### src/source/keypad_pkg.sv
`default_nettype none

package keypad_pkg;

  // Bus widths
  localparam int NIB_W  = 4;          // One row or column nibble
  localparam int KEY_W  = 2 * NIB_W;  // Row nibble over column nibble
  localparam int DATA_W = 8;          // ASCII letter
  localparam int SEG_W  = 7;          // Segments gfedcba

  // Key code {row, col}, both one-hot, zero when nothing pressed
  typedef logic [KEY_W-1:0] key_t;

  typedef enum logic [2:0] {
    IDLE = 3'd0,
    TAP0 = 3'd1,  // First letter of the key
    TAP1 = 3'd2,
    TAP2 = 3'd3,
    TAP3 = 3'd4,  // Only reached on the four-letter keys
    DONE = 3'd5   // Letter frozen, ready high
  } tap_state_t;

  // One-hot nibbles, bit 3 is index 0
  localparam logic [NIB_W-1:0] R0 = 4'b1000;
  localparam logic [NIB_W-1:0] R1 = 4'b0100;
  localparam logic [NIB_W-1:0] R2 = 4'b0010;
  localparam logic [NIB_W-1:0] R3 = 4'b0001;
  localparam logic [NIB_W-1:0] C0 = 4'b1000;
  localparam logic [NIB_W-1:0] C1 = 4'b0100;
  localparam logic [NIB_W-1:0] C2 = 4'b0010;
  localparam logic [NIB_W-1:0] C3 = 4'b0001;

  // Control keys
  localparam key_t KEY_SUBMIT   = {R3, C0};
  localparam key_t KEY_CLEAR    = {R3, C1};
  localparam key_t KEY_GAME_END = {R2, C3};

  // Keys with four letters
  localparam key_t KEY_SEVEN = {R2, C0};  // PQRS
  localparam key_t KEY_NINE  = {R2, C2};  // WXYZ

  // First letter of each letter key
  localparam logic [DATA_W-1:0] BASE_ABC  = 8'h41;
  localparam logic [DATA_W-1:0] BASE_DEF  = 8'h44;
  localparam logic [DATA_W-1:0] BASE_GHI  = 8'h47;
  localparam logic [DATA_W-1:0] BASE_JKL  = 8'h4A;
  localparam logic [DATA_W-1:0] BASE_MNO  = 8'h4D;
  localparam logic [DATA_W-1:0] BASE_PQRS = 8'h50;
  localparam logic [DATA_W-1:0] BASE_TUV  = 8'h54;
  localparam logic [DATA_W-1:0] BASE_WXYZ = 8'h57;

  // Base letter lookup, zero for anything that is not a letter key
  function automatic logic [DATA_W-1:0] letter_base(input key_t key);
    case (key)
      {R0, C1}: letter_base = BASE_ABC;
      {R0, C2}: letter_base = BASE_DEF;
      {R1, C0}: letter_base = BASE_GHI;
      {R1, C1}: letter_base = BASE_JKL;
      {R1, C2}: letter_base = BASE_MNO;
      KEY_SEVEN: letter_base = BASE_PQRS;
      {R2, C1}: letter_base = BASE_TUV;
      KEY_NINE: letter_base = BASE_WXYZ;
      default:  letter_base = '0;  // Control, invalid or not one-hot
    endcase
  endfunction

endpackage

`default_nettype wire

### src/source/key_scanner.sv
`timescale 1ns/1ps
`default_nettype none

module key_scanner #(
  parameter int unsigned SYNC_STAGES = 2  // At least 2
) (
  input  logic                         clk,
  input  logic                         nRst,
  input  logic [keypad_pkg::NIB_W-1:0] read_row,
  input  logic [keypad_pkg::NIB_W-1:0] read_col,
  output logic                         strobe,
  output keypad_pkg::key_t             cur_key,
  output logic [keypad_pkg::NIB_W-1:0] scan_col
);
  import keypad_pkg::*;

  logic [SYNC_STAGES-1:0][NIB_W-1:0] row_sync;  // Entry 0 sits at the pins
  logic [NIB_W-1:0]                  row_dly;   // Previous synchronized row
  logic [NIB_W-1:0]                  row_rise;  // Bits that just went high
  logic [NIB_W-1:0]                  col_q;     // Column, one cycle late
  logic [NIB_W-1:0]                  scan_next;

  always_ff @(posedge clk, negedge nRst) begin
    if (!nRst) begin
      row_sync <= '0;
      row_dly  <= '0;
      col_q    <= '0;
      scan_col <= '0;  // No column driven until reset is released
    end else begin
      row_sync <= {row_sync[SYNC_STAGES-2:0], read_row};  // Shift toward edge detect
      row_dly  <= row_sync[SYNC_STAGES-1];
      col_q    <= read_col;
      scan_col <= scan_next;
    end
  end

  // Rising edge on any synchronized row bit
  assign row_rise = row_sync[SYNC_STAGES-1] & ~row_dly;

  // Needs a column too, otherwise the press is not a key
  assign strobe = (|row_rise) & (|col_q);

  // Column walk, frozen while a row is held
  always_comb begin
    if (|read_row) begin
      scan_next = scan_col;
    end else begin
      case (scan_col)
        4'b1000: scan_next = 4'b0100;
        4'b0100: scan_next = 4'b0010;
        4'b0010: scan_next = 4'b0001;
        default: scan_next = 4'b1000;  // Also restarts from zero after reset
      endcase
    end
  end

  // Raw pins, only when both halves are present
  assign cur_key = ((|read_row) && (|read_col)) ? {read_row, read_col} : '0;

endmodule

`default_nettype wire

### src/source/multitap_fsm.sv
`timescale 1ns/1ps
`default_nettype none

module multitap_fsm (
  input  logic                          clk,
  input  logic                          nRst,
  input  logic                          strobe,
  input  keypad_pkg::key_t              cur_key,
  output keypad_pkg::tap_state_t        tap_state,
  output keypad_pkg::key_t              prev_key,
  output logic [keypad_pkg::DATA_W-1:0] data,
  output logic                          ready,
  output logic                          game_end
);
  import keypad_pkg::*;

  tap_state_t        next_state;
  key_t              next_prev;
  logic [DATA_W-1:0] next_data;
  logic              next_game_end;
  logic [DATA_W-1:0] base;       // Letter base of the current key
  logic              key_valid;
  logic              in_tap;     // One of TAP0..TAP3
  logic [2:0]        tap_idx;    // Offset from the base letter

  always_ff @(posedge clk, negedge nRst) begin
    if (!nRst) begin
      tap_state <= IDLE;
      prev_key  <= '0;
      data      <= '0;
      ready     <= 1'b0;
      game_end  <= 1'b0;
    end else begin
      tap_state <= next_state;
      prev_key  <= next_prev;
      data      <= next_data;
      ready     <= (next_state == DONE);  // Tracks DONE exactly
      game_end  <= next_game_end;         // Single cycle pulse
    end
  end

  assign base = letter_base(cur_key);

  // Letters plus the three control keys
  assign key_valid = (base != '0) ||
                     (cur_key == KEY_SUBMIT) ||
                     (cur_key == KEY_CLEAR) ||
                     (cur_key == KEY_GAME_END);

  assign in_tap = tap_state inside {TAP0, TAP1, TAP2, TAP3};

  always_comb begin
    next_state    = tap_state;  // Hold by default
    next_data     = data;
    next_prev     = prev_key;
    next_game_end = 1'b0;
    tap_idx       = '0;

    if (strobe && key_valid) begin
      next_prev = cur_key;

      if ((cur_key == KEY_CLEAR) || (cur_key == KEY_GAME_END)) begin
        next_state    = IDLE;
        next_data     = '0;
        next_game_end = (cur_key == KEY_GAME_END);
      end else if (cur_key == KEY_SUBMIT) begin
        if (in_tap) begin
          next_state = DONE;  // Freeze the letter
        end else if (tap_state == DONE) begin
          next_state = IDLE;  // Second submit drops it
          next_data  = '0;
        end
        // Idle submit does nothing
      end else begin
        if (in_tap && (cur_key == prev_key)) begin
          case (tap_state)
            TAP0: next_state = TAP1;
            TAP1: next_state = TAP2;
            TAP2: next_state = ((cur_key == KEY_SEVEN) || (cur_key == KEY_NINE)) ? TAP3 : TAP0;
            default: next_state = TAP0;  // TAP3 wraps
          endcase
        end else begin
          next_state = TAP0;  // New key, or first key after idle/done
        end
        tap_idx   = 3'(next_state - TAP0);
        next_data = base + {{(DATA_W-3){1'b0}}, tap_idx};
      end
    end
  end

endmodule

`default_nettype wire

### src/source/display_driver.sv
`timescale 1ns/1ps
`default_nettype none

module display_driver (
  input  logic                         clk,
  input  logic                         nRst,
  input  logic                         strobe,
  input  logic [keypad_pkg::NIB_W-1:0] read_row,
  input  logic [keypad_pkg::NIB_W-1:0] read_col,
  input  keypad_pkg::key_t             prev_key,
  input  keypad_pkg::tap_state_t       tap_state,
  output logic [keypad_pkg::SEG_W-1:0] ss7,
  output logic [keypad_pkg::SEG_W-1:0] ss6,
  output logic [keypad_pkg::SEG_W-1:0] ss4,
  output logic [keypad_pkg::SEG_W-1:0] ss3,
  output logic [keypad_pkg::SEG_W-1:0] ss0
);
  import keypad_pkg::*;

  logic [NIB_W-1:0] sel_row;  // Last selected position
  logic [NIB_W-1:0] sel_col;

  // One-hot position to digit 0..3
  function automatic logic [SEG_W-1:0] pos_digit(input logic [NIB_W-1:0] pos);
    case (pos)
      4'b1000: pos_digit = 7'b0111111;  // 0
      4'b0100: pos_digit = 7'b0000110;  // 1
      4'b0010: pos_digit = 7'b1011011;  // 2
      4'b0001: pos_digit = 7'b1001111;  // 3
      4'b0000: pos_digit = 7'b1000000;  // Dash, nothing yet
      default: pos_digit = '0;          // Blank on a multi-key press
    endcase
  endfunction

  // Hex digit, gfedcba active high
  function automatic logic [SEG_W-1:0] hex_digit(input logic [NIB_W-1:0] val);
    case (val)
      4'h0: hex_digit = 7'b0111111;
      4'h1: hex_digit = 7'b0000110;
      4'h2: hex_digit = 7'b1011011;
      4'h3: hex_digit = 7'b1001111;
      4'h4: hex_digit = 7'b1100110;
      4'h5: hex_digit = 7'b1101101;
      4'h6: hex_digit = 7'b1111101;
      4'h7: hex_digit = 7'b0000111;
      4'h8: hex_digit = 7'b1111111;
      4'h9: hex_digit = 7'b1100111;
      4'hA: hex_digit = 7'b1110111;
      4'hB: hex_digit = 7'b1111100;
      4'hC: hex_digit = 7'b0111001;
      4'hD: hex_digit = 7'b1011110;
      4'hE: hex_digit = 7'b1111001;
      default: hex_digit = 7'b1110001;  // F
    endcase
  endfunction

  always_ff @(posedge clk, negedge nRst) begin
    if (!nRst) begin
      sel_row <= '0;
      sel_col <= '0;
    end else if (strobe && (|read_col)) begin
      sel_row <= read_row;
      sel_col <= read_col;
    end
  end

  assign ss7 = pos_digit(sel_row);
  assign ss6 = pos_digit(sel_col);
  assign ss4 = hex_digit(prev_key[KEY_W-1:NIB_W]);  // Row nibble
  assign ss3 = hex_digit(prev_key[NIB_W-1:0]);      // Column nibble
  assign ss0 = hex_digit(NIB_W'(tap_state));

endmodule

`default_nettype wire

### src/source/keypad_top.sv
`timescale 1ns/1ps
`default_nettype none

module keypad_top #(
  parameter int unsigned SYNC_STAGES = 2
) (
  input  logic                          clk,
  input  logic                          nRst,
  input  logic [keypad_pkg::NIB_W-1:0]  read_row,
  input  logic [keypad_pkg::NIB_W-1:0]  read_col,
  output logic [keypad_pkg::NIB_W-1:0]  scan_col,
  output logic [keypad_pkg::DATA_W-1:0] data,
  output logic                          ready,
  output logic                          game_end,
  output logic [keypad_pkg::SEG_W-1:0]  ss7,
  output logic [keypad_pkg::SEG_W-1:0]  ss6,
  output logic [keypad_pkg::SEG_W-1:0]  ss4,
  output logic [keypad_pkg::SEG_W-1:0]  ss3,
  output logic [keypad_pkg::SEG_W-1:0]  ss0
);
  import keypad_pkg::*;

  logic       strobe;     // One pulse per press
  key_t       cur_key;    // Live key from the pins
  key_t       prev_key;   // Last valid key
  tap_state_t tap_state;

  key_scanner #(
    .SYNC_STAGES (SYNC_STAGES)
  ) u_scanner (
    .clk      (clk),
    .nRst     (nRst),
    .read_row (read_row),
    .read_col (read_col),
    .strobe   (strobe),
    .cur_key  (cur_key),
    .scan_col (scan_col)
  );

  multitap_fsm u_fsm (
    .clk       (clk),
    .nRst      (nRst),
    .strobe    (strobe),
    .cur_key   (cur_key),
    .tap_state (tap_state),
    .prev_key  (prev_key),
    .data      (data),
    .ready     (ready),
    .game_end  (game_end)
  );

  // Position digits read the raw pins on the strobe
  display_driver u_display (
    .clk       (clk),
    .nRst      (nRst),
    .strobe    (strobe),
    .read_row  (read_row),
    .read_col  (read_col),
    .prev_key  (prev_key),
    .tap_state (tap_state),
    .ss7       (ss7),
    .ss6       (ss6),
    .ss4       (ss4),
    .ss3       (ss3),
    .ss0       (ss0)
  );

endmodule

`default_nettype wire

### config.mk
export PLATFORM = sky130hd
export DESIGN_NAME = keypad_top
export DESIGN_NICKNAME = d
export VERILOG_FILES = /design/src/source/keypad_pkg.sv /design/src/source/key_scanner.sv /design/src/source/multitap_fsm.sv /design/src/source/display_driver.sv /design/src/source/keypad_top.sv
export SDC_FILE = /design/constraint.sdc
export NUM_CORES = 1
export LEC_CHECK = 0
export CAP_MARGIN = 20
export CORE_ASPECT_RATIO = 1.75
export CORE_MARGIN = 8
export CORE_UTILIZATION = 64
export CTS_CLUSTER_DIAMETER = 100
export DETAILED_ROUTE_END_ITERATION = 10
export DONT_BUFFER_PORTS = 1
export GPL_TIMING_DRIVEN = 0
export MAX_ROUTING_LAYER = met4
export PLACE_DENSITY = 0.8
export SYNTH_ARGS = -nofsm -noshare
export SYNTH_HDL_FRONTEND = slang
export SYNTH_SLANG_ARGS = --single-unit
### constraint.sdc
create_clock -name clk -period 3.9 [get_ports clk]
set_input_delay 0.195 -clock clk [delete_from_list [all_inputs] [get_ports clk]]
set_output_delay 0.195 -clock clk [all_outputs]
set_load 0.05 [all_outputs]
## Word level (Yosys, flattened, before mapping)

Memories as Yosys holds them, arrays and structs flattened.
Cells that the tools add are included.
W data, S select, Z words.

| word-level totals | value |
|---|---|
| output and inout port bits | 49 |
| logic and storage cells | 91 |
| memories | 3 |
| input port bits | 10 |
| memory bits (read-only) | 280 |
| register bits | 49 |

Memory list:

| name | words | bits a word | read ports | clocked after memory_dff | wr ports | line | text |
|---|---|---|---|---|---|---|---|
| (name not given) | 16 | 7 | 1 | 0 | 0 | display_driver.sv:37 | `case (val)` |
| (name not given) | 16 | 7 | 1 | 0 | 0 | display_driver.sv:37 |  |
| (name not given) | 8 | 7 | 1 | 0 | 0 | display_driver.sv:37 |  |

| operators by class | value |
|---|---|
| $add $sub $neg | 2 |
| equal/unequal tests | 31 |
| reductions and logical operators | 18 |
| mux-type cells | 22 |
| bitwise logic cells | 3 |

Operators by type and width:

| operator | count |
|---|---|
| $pmux W7 S5 | 2 |
| $pmux W7 S8 | 1 |
| $mux W8 | 5 |
| $eq A8 B6 Y1 const B | 4 |
| $mux W3 | 10 |
| $eq A8 B7 Y1 const B | 3 |
| $eq A8 B5 Y1 const B | 2 |
| $eq A8 B8 Y1 const B | 2 |
| $reduce_or A4 Y1 | 4 |
| $eq A4 B2 Y1 const B | 3 |
| $eq A4 B3 Y1 const B | 3 |
| $eq A4 B4 Y1 const B | 3 |
| $pmux W4 S3 | 1 |
| $eq A3 B3 Y1 const B | 3 |
| $pmux W3 S3 | 1 |
| $add A7 B3 Y8 | 1 |
| $eq A4 B1 Y1 const B | 2 |
| $eq A8 B8 Y1 | 1 |
| $logic_not A4 Y1 | 2 |
| $reduce_bool A8 Y1 | 1 |
| $eq A3 B2 Y1 const B | 2 |
| $logic_or A1 B1 Y1 | 5 |
| $and A4 B4 Y4 | 1 |
| $logic_and A1 B1 Y1 | 4 |
| 9 further kinds | 10 |

## Logic depth before layout (Yosys ltp)

Gate-level depths: netlist of run 1.

| depth | value |
|---|---|
| depth after elaboration | 15 |
| mapped depth | 14 |
| mapped depth without buffers | 14 |

## By module

Synthesis of run 1 repeated with hierarchy kept, for this count alone.

| unflattened totals | value |
|---|---|
| cells, all modules | 356 |
| area total of the unflattened synthesis | 3368.2 um2 |

By module, submodules not included:

| module | sequential area each (um2) | cells an instance | area each (um2) | times used |
|---|---|---|---|---|
| multitap_fsm | 500.5 | 147 | 1461.4 | 1 |
| display_driver | 200.2 | 157 | 1186.1 | 1 |
| key_scanner | 500.5 | 52 | 720.7 | 1 |

## Worst setup path after synthesis of run 1

OpenSTA, ideal clock, no wires.

| timing path | value |
|---|---|
| path kind | input port to flip-flop |
| start point | in read_col[2] (netlist name) |
| end point | reg u_fsm.data[4] (netlist name) |
| path slack | 1.008 ns |
| buffers on the path | 2 |
| stages on the path | 12 |
| setup time | 0.121 ns |
| arrival | 2.771 ns |
| data required time | 3.779 ns |
| path through | buf_2 buf_2 o41ai_1 xnor2_1 o2111ai_1 a31o_2 nand3b_1 mux2_2 fa_1 a21oi_1 o21ai_0 a22o_1 |

| on the way | value |
|---|---|
| longest elaborated chain between the ends | 15 |
| elaborated cells between the ends (all ways) | 37 |

Ends and longest elaborated chain:

| element | line | text |
|---|---|---|
| start, declared | keypad_top.sv:10 | `input logic [keypad_pkg::NIB_W-1:0] read_col,` |
| $reduce_or A4 Y1 | key_scanner.sv:58 | `assign cur_key = ((\|read_row) && (\|read_col)) ? {read_row, read_col} : '0;` |
| $logic_and A1 B1 Y1 | key_scanner.sv:58 |  |
| $mux W8 * | key_scanner.sv:58 |  |
| $eq A8 B6 Y1 | keypad_pkg.sv:54, multitap_fsm.sv:79 |  |
| $logic_or A1 B1 Y1 | multitap_fsm.sv:79 | `TAP2: next_state = ((cur_key == KEY_SEVEN) \|\| (cur_key == KEY_NINE)) ? TAP3 : TAP0;` |
| $mux W3 | multitap_fsm.sv:79 |  |
| $pmux W3 S3 | multitap_fsm.sv:76 | `case (tap_state)` |
| $mux W3 | multitap_fsm.sv:75 | `if (in_tap && (cur_key == prev_key)) begin` |
| $mux W3 | multitap_fsm.sv:66 | `end else if (cur_key == KEY_SUBMIT) begin` |
| $mux W3 | multitap_fsm.sv:62 | `if ((cur_key == KEY_CLEAR) \|\| (cur_key == KEY_GAME_END)) begin` |
| $mux W3 | multitap_fsm.sv:59 | `if (strobe && key_valid) begin` |
| $sub A3 B1 Y3 | multitap_fsm.sv:85 | `tap_idx = 3'(next_state - TAP0);` |
| $add A7 B3 Y8 | multitap_fsm.sv:86 | `next_data = base + {{(DATA_W-3){1'b0}}, tap_idx};` |
| $mux W8 | multitap_fsm.sv:66 |  |
| $mux W8 | multitap_fsm.sv:62 |  |
| end signal, assigned | multitap_fsm.sv:36 | `data <= next_data;` |
| end, declared | multitap_fsm.sv:11 | `output logic [keypad_pkg::DATA_W-1:0] data,` |

Mark *: on every way between the ends. The rest lies on a longest branch, timed or not. The select of a mux whose other input is x is not followed.
A chain may end at the register's enable or synchronous reset.

## Final worst setup path of run 1

| timing path | value |
|---|---|
| start point | reg u_fsm.tap_state[1] |
| end point | reg u_fsm.data[3] (netlist name) |

| on the way | value |
|---|---|
| longest elaborated chain between the ends | 11 |
| elaborated cells between the ends (all ways) | 19 |

Ends and longest elaborated chain:

| element | line | text |
|---|---|---|
| start, declared | multitap_fsm.sv:9 | `output keypad_pkg::tap_state_t tap_state,` |
| start signal, assigned | multitap_fsm.sv:34 | `tap_state <= next_state;` |
| $eq A3 B1 Y1, or another cell as far along | multitap_fsm.sv:50, multitap_fsm.sv:76 |  |
| $reduce_bool A4 Y1 | multitap_fsm.sv:50 | `assign in_tap = tap_state inside {TAP0, TAP1, TAP2, TAP3};` |
| $logic_and A1 B1 Y1 | multitap_fsm.sv:75 |  |
| $mux W3 | multitap_fsm.sv:75 |  |
| $mux W3 | multitap_fsm.sv:66 |  |
| $mux W3 | multitap_fsm.sv:62 |  |
| $mux W3 | multitap_fsm.sv:59 |  |
| $sub A3 B1 Y3 | multitap_fsm.sv:85 |  |
| $add A7 B3 Y8 | multitap_fsm.sv:86 |  |
| $mux W8 | multitap_fsm.sv:66 |  |
| $mux W8 | multitap_fsm.sv:62 |  |

Several ways; a longest one is shown, not always the timed one. The select of a mux whose other input is x is not followed.

==> impl_metrics.tcl, run 1 <==
set metrics [dict create \
    status "complete, no violations" \
    required_ns 4.10 \
    reg2regPathDepth 14 \
    numPlacedInstances 439 \
    die_h_um 113 \
    hpwlAfterDp_um 6110 \
    grt_max_degree 49 \
    synthDistinctLibCells 65 \
    rsz0062_at_grt "no" \
    whs_path_depth 3 \
    powerDensity_nw_per_um2 644 \
    cts_tree "done" \
    antenna-diode-count 0 \
    syn_area_per_cell_um2 8.97 \
    critPathKind "flop to flop" \
    synth_warnings 0 \
    synth_edf_count 0 \
    leakage_nw 1.64 \
    cp_top_family "compound AO/OA/AOI/OAI gates" \
    slowest_stage "dfrtp_1" \
    avgRoutedWirePerCell_um 18.3 \
    placement.cell_area_um2 3530 \
    ys_async_sr_fraction_pct 100 \
    fin_setup_tns_ns 0 \
    wirelength_um 8390 \
    cp.depth 14 \
    min_period_over_period_pct 81.7 \
    synth.cell_area_um2 3410 \
    setup_viol 0 \
    final_nets 436 \
    cts_buffer_depth 2 \
    cp_num_buf_inv 1 \
    first_pass_iters 5 \
    dieArea_um2 8010 \
    cts-htree-levels 2 \
    drc 0 \
    postRouteAntennaNets 0 \
    clk_pin_slew_worst_paths_ns 0.09 \
    peakVddDrop_v 0.000498 \
    syn_to_final_growth_pct 10.8 \
    min_period_ns 3.19 \
    hold_path_class "input port to flop" \
    grt_first_pass_wirelength_um 13600 \
    slew_violations 0 \
    start_util_pct 65.4 \
    ys_top_cells_by_count "48 x dfrtp_1, 32 x nand2_1, 31 x nor2_1" \
    worst_pin_slew_ns 1.07 \
    crit_chain "inv_1, ha_1, nor3_1, nor2_1, o2111ai_1, a31o_2, nand3b_1, mux2_2, ha_1, a21o_1, nand2_1, o31ai_1, a22o_1, a21o_1" \
    dp_slack_ns 0.648 \
    synth_top_area_cell "dfrtp_1" \
    port-buffer-count 0 \
    arrival_ns 3.39 \
    rows 35 \
    synthCells 380 \
    core_area_um2 5210 \
    finalNonFillerCells 458 \
    io_pins 59 \
    grt-ovfl-total 0 \
    final_core_util_pct 72.4 \
    drtIter0Drc 160 \
    worst_clock_skew_ns 0.00310 \
    layout_setup_ws_ns 0.713 \
    finalHoldViolations 0 \
    maxCapViolations 0 \
    via_count 2955 \
    start_kind "flop" \
    post-cts-setup-buffers 0 \
    syn_nets 414 \
    gp_congestion 0.930 \
    fmax_mhz 314 \
    cp_max_fo 7 \
    clk_latency_ns 0.30 \
    relSlewSlack_pct 28.8 \
    drive_gt1_share_pct 14.6 \
    finish.instance_area_um2 3770 \
    seq_area_frac_synth_pct 35.2 \
    cts-buffers-inserted 5 \
    synth_seq_cells 48 \
    cts-root-buf "clkbuf_8" \
    synth_most_common_cell "dfrtp_1" \
    chipWidth_um 71.2 \
    grt_pass1_vias 2878 \
    cp-end-kind "flop" \
    clock_sinks 48 \
    post_cts_resized 0 \
    ys.flop_type "dfrtp_1" \
    critPathMaxStageDelay_ns 0.48 \
    grt_util_all_layers_pct 21.4 \
    drt-vias-per-instance 6.45 \
    antenna_found_initial 0 \
    synth_top_area_share_pct 35.2 \
    synthTopCellsByArea "dfrtp_1 35%, ha_1 8.4%, o21ai_0 4.1%" \
]
[final cells by class]
| type | count | area [um^2] |
|---|---|---|
| Inverter | 21 | 78.8 |
| Buffer | 28 | 146 |
| Sequential cell | 48 | 1200 |
| Fill cell | 396 | 1440 |
| Timing Repair Buffer | 15 | 155 |
| Multi-Input combinational cell | 283 | 2010 |
| Clock inverter | 3 | 46.3 |
| Tap cell | 55 | 68.8 |
| Clock buffer | 5 | 68.8 |
[state kept, by name (all words and copies together), names as in the netlist, 4 cells and up]
| register | count |
|---|---|
| u_scanner.row_sync | 8 |
| u_scanner.row_dly | 4 |
| u_fsm.prev_key | 8 |
| u_scanner.scan_col | 4 |
| u_scanner.col_q | 4 |
| u_display.sel_col | 4 |
| u_fsm.data | 7 |
| u_display.sel_row | 4 |
[metal layers]
layer / up-vias / track usage (%) / wire length (um) / part of all wire, %
met3: 22 / 3.84 / 516 / 6.2
met4: 0 / 9.79 / 290 / 3.5
met1: 1426 / 22.1 / 3170 / 38
met5: - / - / 0 / 0
met2: 115 / 38.0 / 4410 / 53
li1: 1392 / - / - / -
[cell families (layout without fill, tap and decap cells)]
kind of cell | count (synthesis) | count (layout) | synth area share (%)
simple gates | 130 | 130 | 21.0
compound gates | 101 | 101 | 20.3
buf+inv | 49 | 72 | 6.61
flops | 48 | 48 | 35.2
fa+ha+maj | 24 | 24 | 9.03
xor+xnor | 14 | 14 | 3.60
mux | 13 | 13 | 4.04
other cells | 1 | 1 | 0.110
[worst register-to-register path: stages (launching register included)]
cell and delay [ns]:
dfrtp_1 0.48, inv_1 0.19, ha_1 0.26, nor3_1 0.08, nor2_1 0.13, o2111ai_1 0.16, a31o_2 0.29, nand3b_1 0.28
mux2_2 0.37, ha_1 0.20, a21o_1 0.18, nand2_1 0.06, o31ai_1 0.07, a22o_1 0.20, a21o_1 0.15
[metrics by stage]
step / total power [W] / hold WS, ns
3_5_place_dp: 0.00205 / -0.0990
3_3_place_gp: 0.00199 / -0.0989
4_1_cts: 0.00243 / 0.146
2_1_floorplan: 0.00185 / -0.101
6_report: 0.00243 / 0.146
5_1_grt: 0.00256 / 0.164
[power by group]
part	switching, W	internal, W
combinational	0.00101	0.000326
sequential	0.000155	0.000573
clock	0.000170	0.000193
total	0.00134	0.00109
[path summary, 6_finish.rpt]
check	start	end	slack, ns
setup / recovery	u_fsm.tap_state[1]$_DFF_PN0_	u_fsm.data[3]$_DFFE_PN0P_	0.71
hold / removal	read_row[1]	u_scanner.scan_col[1]$_DFFE_PN0P_	0.15
setup reg to reg	u_fsm.tap_state[1]$_DFF_PN0_	u_fsm.data[3]$_DFFE_PN0P_	0.71
hold reg to reg	u_scanner.row_sync[3]$_DFF_PN0_	u_scanner.row_sync[7]$_DFF_PN0_	0.35
max in group asynchronous	nRst	u_fsm.prev_key[2]$_DFFE_PN0N_	3.28
min in group asynchronous	nRst	u_scanner.scan_col[1]$_DFFE_PN0P_	0.40
[cells in the final DEF, fill, tap and decap left out, drive strengths merged, types with 2 or more instances in the layout]
cell type,Yosys,layout
o21ai,32,32
a22o,10,10
nor3,12,12
nor3b,3,3
inv,21,22
nand3,4,4
a21oi,20,20
ha,23,23
nor4b,4,4
mux2i,7,7
xnor2,10,10
a32o,2,2
a22oi,4,4
nor2b,9,9
o31a,2,2
nand2,32,32
clkbuf,10,15
nand2b,10,10
nand3b,2,2
nand4b,3,3
o31ai,6,6
xor2,4,4
mux2,6,6
and3,2,2
dlygate4sd3,0,9
buf,18,24
o41ai,2,2
nor4,5,5
a21o,4,4
a211oi,6,6
nor2,31,31
or4,5,5
or2,2,2
dfrtp,48,48
a31oi,2,2
[repair_timing]
| item | CTS | global route |
|---|---|---|
| endpoints found under the setup margin | 0 | 0 |
| endpoints found under the hold margin | 56 | 0 |
| hold buffers | 10 | 0 |
Note: power is estimated with default switching activity, not from simulation.
==> inputs of run 2 (changes only) <==
- ABC_AREA: default -> 1
- CORE_UTILIZATION: 64 -> 58
- PLACE_DENSITY: 0.8 -> 0.76
- clock period: 3.9 -> 2.7 ns (I/O delays scaled with it)
==> run 2 against run 1 <==
  * Hold slack lost 0.15 ns
  * Synthesized area shrank 2.3%
  * Largest power group unchanged
  * Die area grew 6.3%
  * Sequential cell count is the same
  * The run now ends with hold timing, setup timing left
  * Sequential share of layout area shrank 0.98 points
  * Cell count grew 24%
  * Fmax grew 18%
  * Routed wire length grew 2.6%
  * Global-route usage shrank 1.1 points
  * Core utilization shrank 1.9 points
  * Combinational power grew 78%
  * First-iteration DRC count shrank 7.5%
==> impl_metrics.tcl, run 2 <==
set metrics [dict create \
    rows 36 \
    cp-end-kind "flop" \
    cts-root-buf "clkbuf_8" \
    crit_chain "inv_4, ha_4, nand2_4, o21ai_4, nor2_4, inv_2, nand4_1, nor2_4, nand3_4, or2_1, nand2_1, inv_2, ha_4, nand2_2, inv_2, nand4_1, nand2_1, nand2_1, nand3_1, nand2_1" \
    syn_area_per_cell_um2 7.20 \
    cts-htree-levels 2 \
    violations "hold timing, setup timing" \
    drive_gt1_share_pct 18.3 \
    maxCapViolations 0 \
    cp_max_fo 5 \
    largestRegisters "u_fsm.prev_key (8), u_scanner.row_sync (8), u_fsm.data (7)" \
    start_util_pct 60.1 \
    numPlacedInstances 538 \
    worst_clock_skew_ns 0.0103 \
    critPathMaxStageDelay_ns 0.49 \
    synth_warnings 0 \
    cts_tree "done" \
    core_area_um2 5540 \
    clk_pin_slew_worst_paths_ns 0.08 \
    grt_util_all_layers_pct 20.3 \
    wl_met2_um 4690 \
    finalHoldViolations 1 \
    leakage_nw 2.10 \
    wirelength_um 8610 \
    avgRoutedWirePerCell_um 15.1 \
    port-buffer-count 0 \
    dieArea_um2 8510 \
    drc 0 \
    slew_violations 0 \
    dp_slack_ns -0.410 \
    synth_top_area_share_pct 36.1 \
    synth.cell_area_um2 3330 \
    min_period_over_period_pct 100 \
    seq_area_frac_synth_pct 36.1 \
    clock_sinks 48 \
    critPathKind "flop to flop" \
    startpoint "u_fsm.tap_state[0]$_DFF_PN0_" \
    relSlewSlack_pct 21.6 \
    holdWs_ns -0.000428 \
    ys.flop_type "dfrtp_1" \
    r2r-start "u_fsm.tap_state[0]$_DFF_PN0_" \
    rsz0062_at_grt "yes" \
    synth_top_area_cell "dfrtp_1" \
    fmax_mhz 369 \
    clk_latency_ns 0.30 \
    grt_max_degree 49 \
    final_nets 527 \
    drt-vias-per-instance 5.55 \
    syn_to_final_growth_pct 17.4 \
    crit_top_cell "nand2_1" \
    grt_first_pass_wirelength_um 13400 \
    synth_edf_count 0 \
    syn_nets 496 \
    drt-met1-wl_um 3190 \
    synth_seq_cells 48 \
    final_cell_mix "130 x nand2_1, 54 x inv_1, 45 x dfrtp_1" \
    powerDensity_nw_per_um2 1050 \
    grt_pass1_vias 2996 \
    grt-ovfl-total 0 \
    die_h_um 116 \
    finalNonFillerCells 569 \
    gp_congestion 0.933 \
    worst_pin_slew_ns 1.17 \
    routed.top_layer "met4" \
    start_kind "flop" \
    io_pins 59 \
    synthCells 462 \
    synth_most_common_cell "nand2_1" \
    placement.cell_area_um2 3430 \
    postRouteAntennaNets 0 \
    layout_commonest_cell "nand2_1" \
    setup_viol 1 \
    fin_total_pwr_w 0.00410 \
    antenna-diode-count 0 \
    min_period_ns 2.71 \
    hp-start "read_row[0]" \
    met3_length_um 465 \
    hpwlAfterDp_um 6090 \
    slowest_stage "dfrtp_2" \
    fillers 485 \
    chipWidth_um 73.3 \
    cts-buffers-inserted 5 \
    status "finished with violations" \
    hold_path_class "input port to flop" \
    layout_setup_ws_ns -0.0110 \
    ys_top_cells_by_count "133 x nand2_1, 63 x inv_1, 48 x dfrtp_1" \
    peakVddDrop_v 0.000962 \
    antenna_found_initial 0 \
    drtIter0Drc 148 \
    synthDistinctLibCells 39 \
    finish.instance_area_um2 3910 \
    via_count 3158 \
    arrival_ns 2.90 \
    ys_async_sr_fraction_pct 100 \
    synthTopCellsByArea "dfrtp_1 36%, nand2_1 15%, ha_1 8.6%" \
    required_ns 2.89 \
    first_pass_iters 5 \
    cts_buffer_depth 2 \
]
## run 2: critical path: cells and delay by family, from the launching register on
kind,cells,cell delay [ns]
AOI/OAI and AO/OA,1,0.09
adders and majority gates,2,0.44
buffers and inverters,4,0.27
DFF,1,0.49
and+or+nand+nor,13,1.32
## run 2: cell type report
type                       count  area (um^2)  area share, %
multi-input combinational    333         1900           48.7
sequential                    48         1200           30.8
inverter                      70          269           6.88
timing repair buffer          24          226           5.80
tap                           76         95.1           2.43
buffer                        11         80.1           2.05
clock buffer                   5         68.8           1.76
clock inverter                 2         60.1           1.54
## run 2: logic make-up after synthesis
group	count (synthesis)	synth area share (%)
AOI/OAI and AO/OA	63	10.4
xor gates and xnor gates	2	0.526
adders and majority gates	24	9.25
buffers and inverters	81	10.3
DFF	48	36.1
other	1	0.113
and+or+nand+nor	243	33.3
## run 2: worst paths after layout
path                                                         end  slack, ns  cells after the start
worst max-delay path                   u_fsm.data[3]$_DFFE_PN0P_      -0.01                     20
worst min-delay path            u_display.sel_row[0]$_DFFE_PN0P_    -0.0004                      2
worst max register to register         u_fsm.data[3]$_DFFE_PN0P_      -0.01                     20
worst min register to register   u_scanner.row_sync[7]$_DFF_PN0_       0.35                      0
max in group asynchronous           u_fsm.tap_state[1]$_DFF_PN0_       2.12                      2
min in group asynchronous       u_display.sel_col[3]$_DFFE_PN0P_       0.36                      2
## run 2: where the power goes
group / internal [W] / total, W / leakage (nW) / switching (W)
Combinational: 0.000547 / 0.00238 / 1.45 / 0.00183
Clock: 0.000364 / 0.000593 / 0.0642 / 0.000229
Sequential: 0.000843 / 0.00113 / 0.593 / 0.000288
## run 2: metal layers
| metal | track usage, % | vias to the layer above |
|---|---|---|
| met3 | 2.92 | 27 |
| li1 | - | 1535 |
| met5 | - | - |
| met4 | 9.14 | 0 |
| met2 | 38.0 | 118 |
| met1 | 19.9 | 1478 |
## run 2: what timing repair did
item,4_1_cts,5_1_grt
endpoints found under the hold margin,59,0
hold buffers,10,0
buffers inserted,5,9
setup endpoints to repair,4,4
resized for setup,9,27
pin swaps,2,14
## run 2: per-stage QoR
stage,util [%],hold WS [ns],setup TNS [ns]
2_1_floorplan,-,-0.161,0
3_5_place_dp,61.9,-0.158,-1.25
5_1_grt,70.5,0.00964,-0.254
4_1_cts,67.6,0.00990,0
6_report,70.5,-0.000428,-0.0110
3_3_place_gp,61.8,-0.158,-0.963
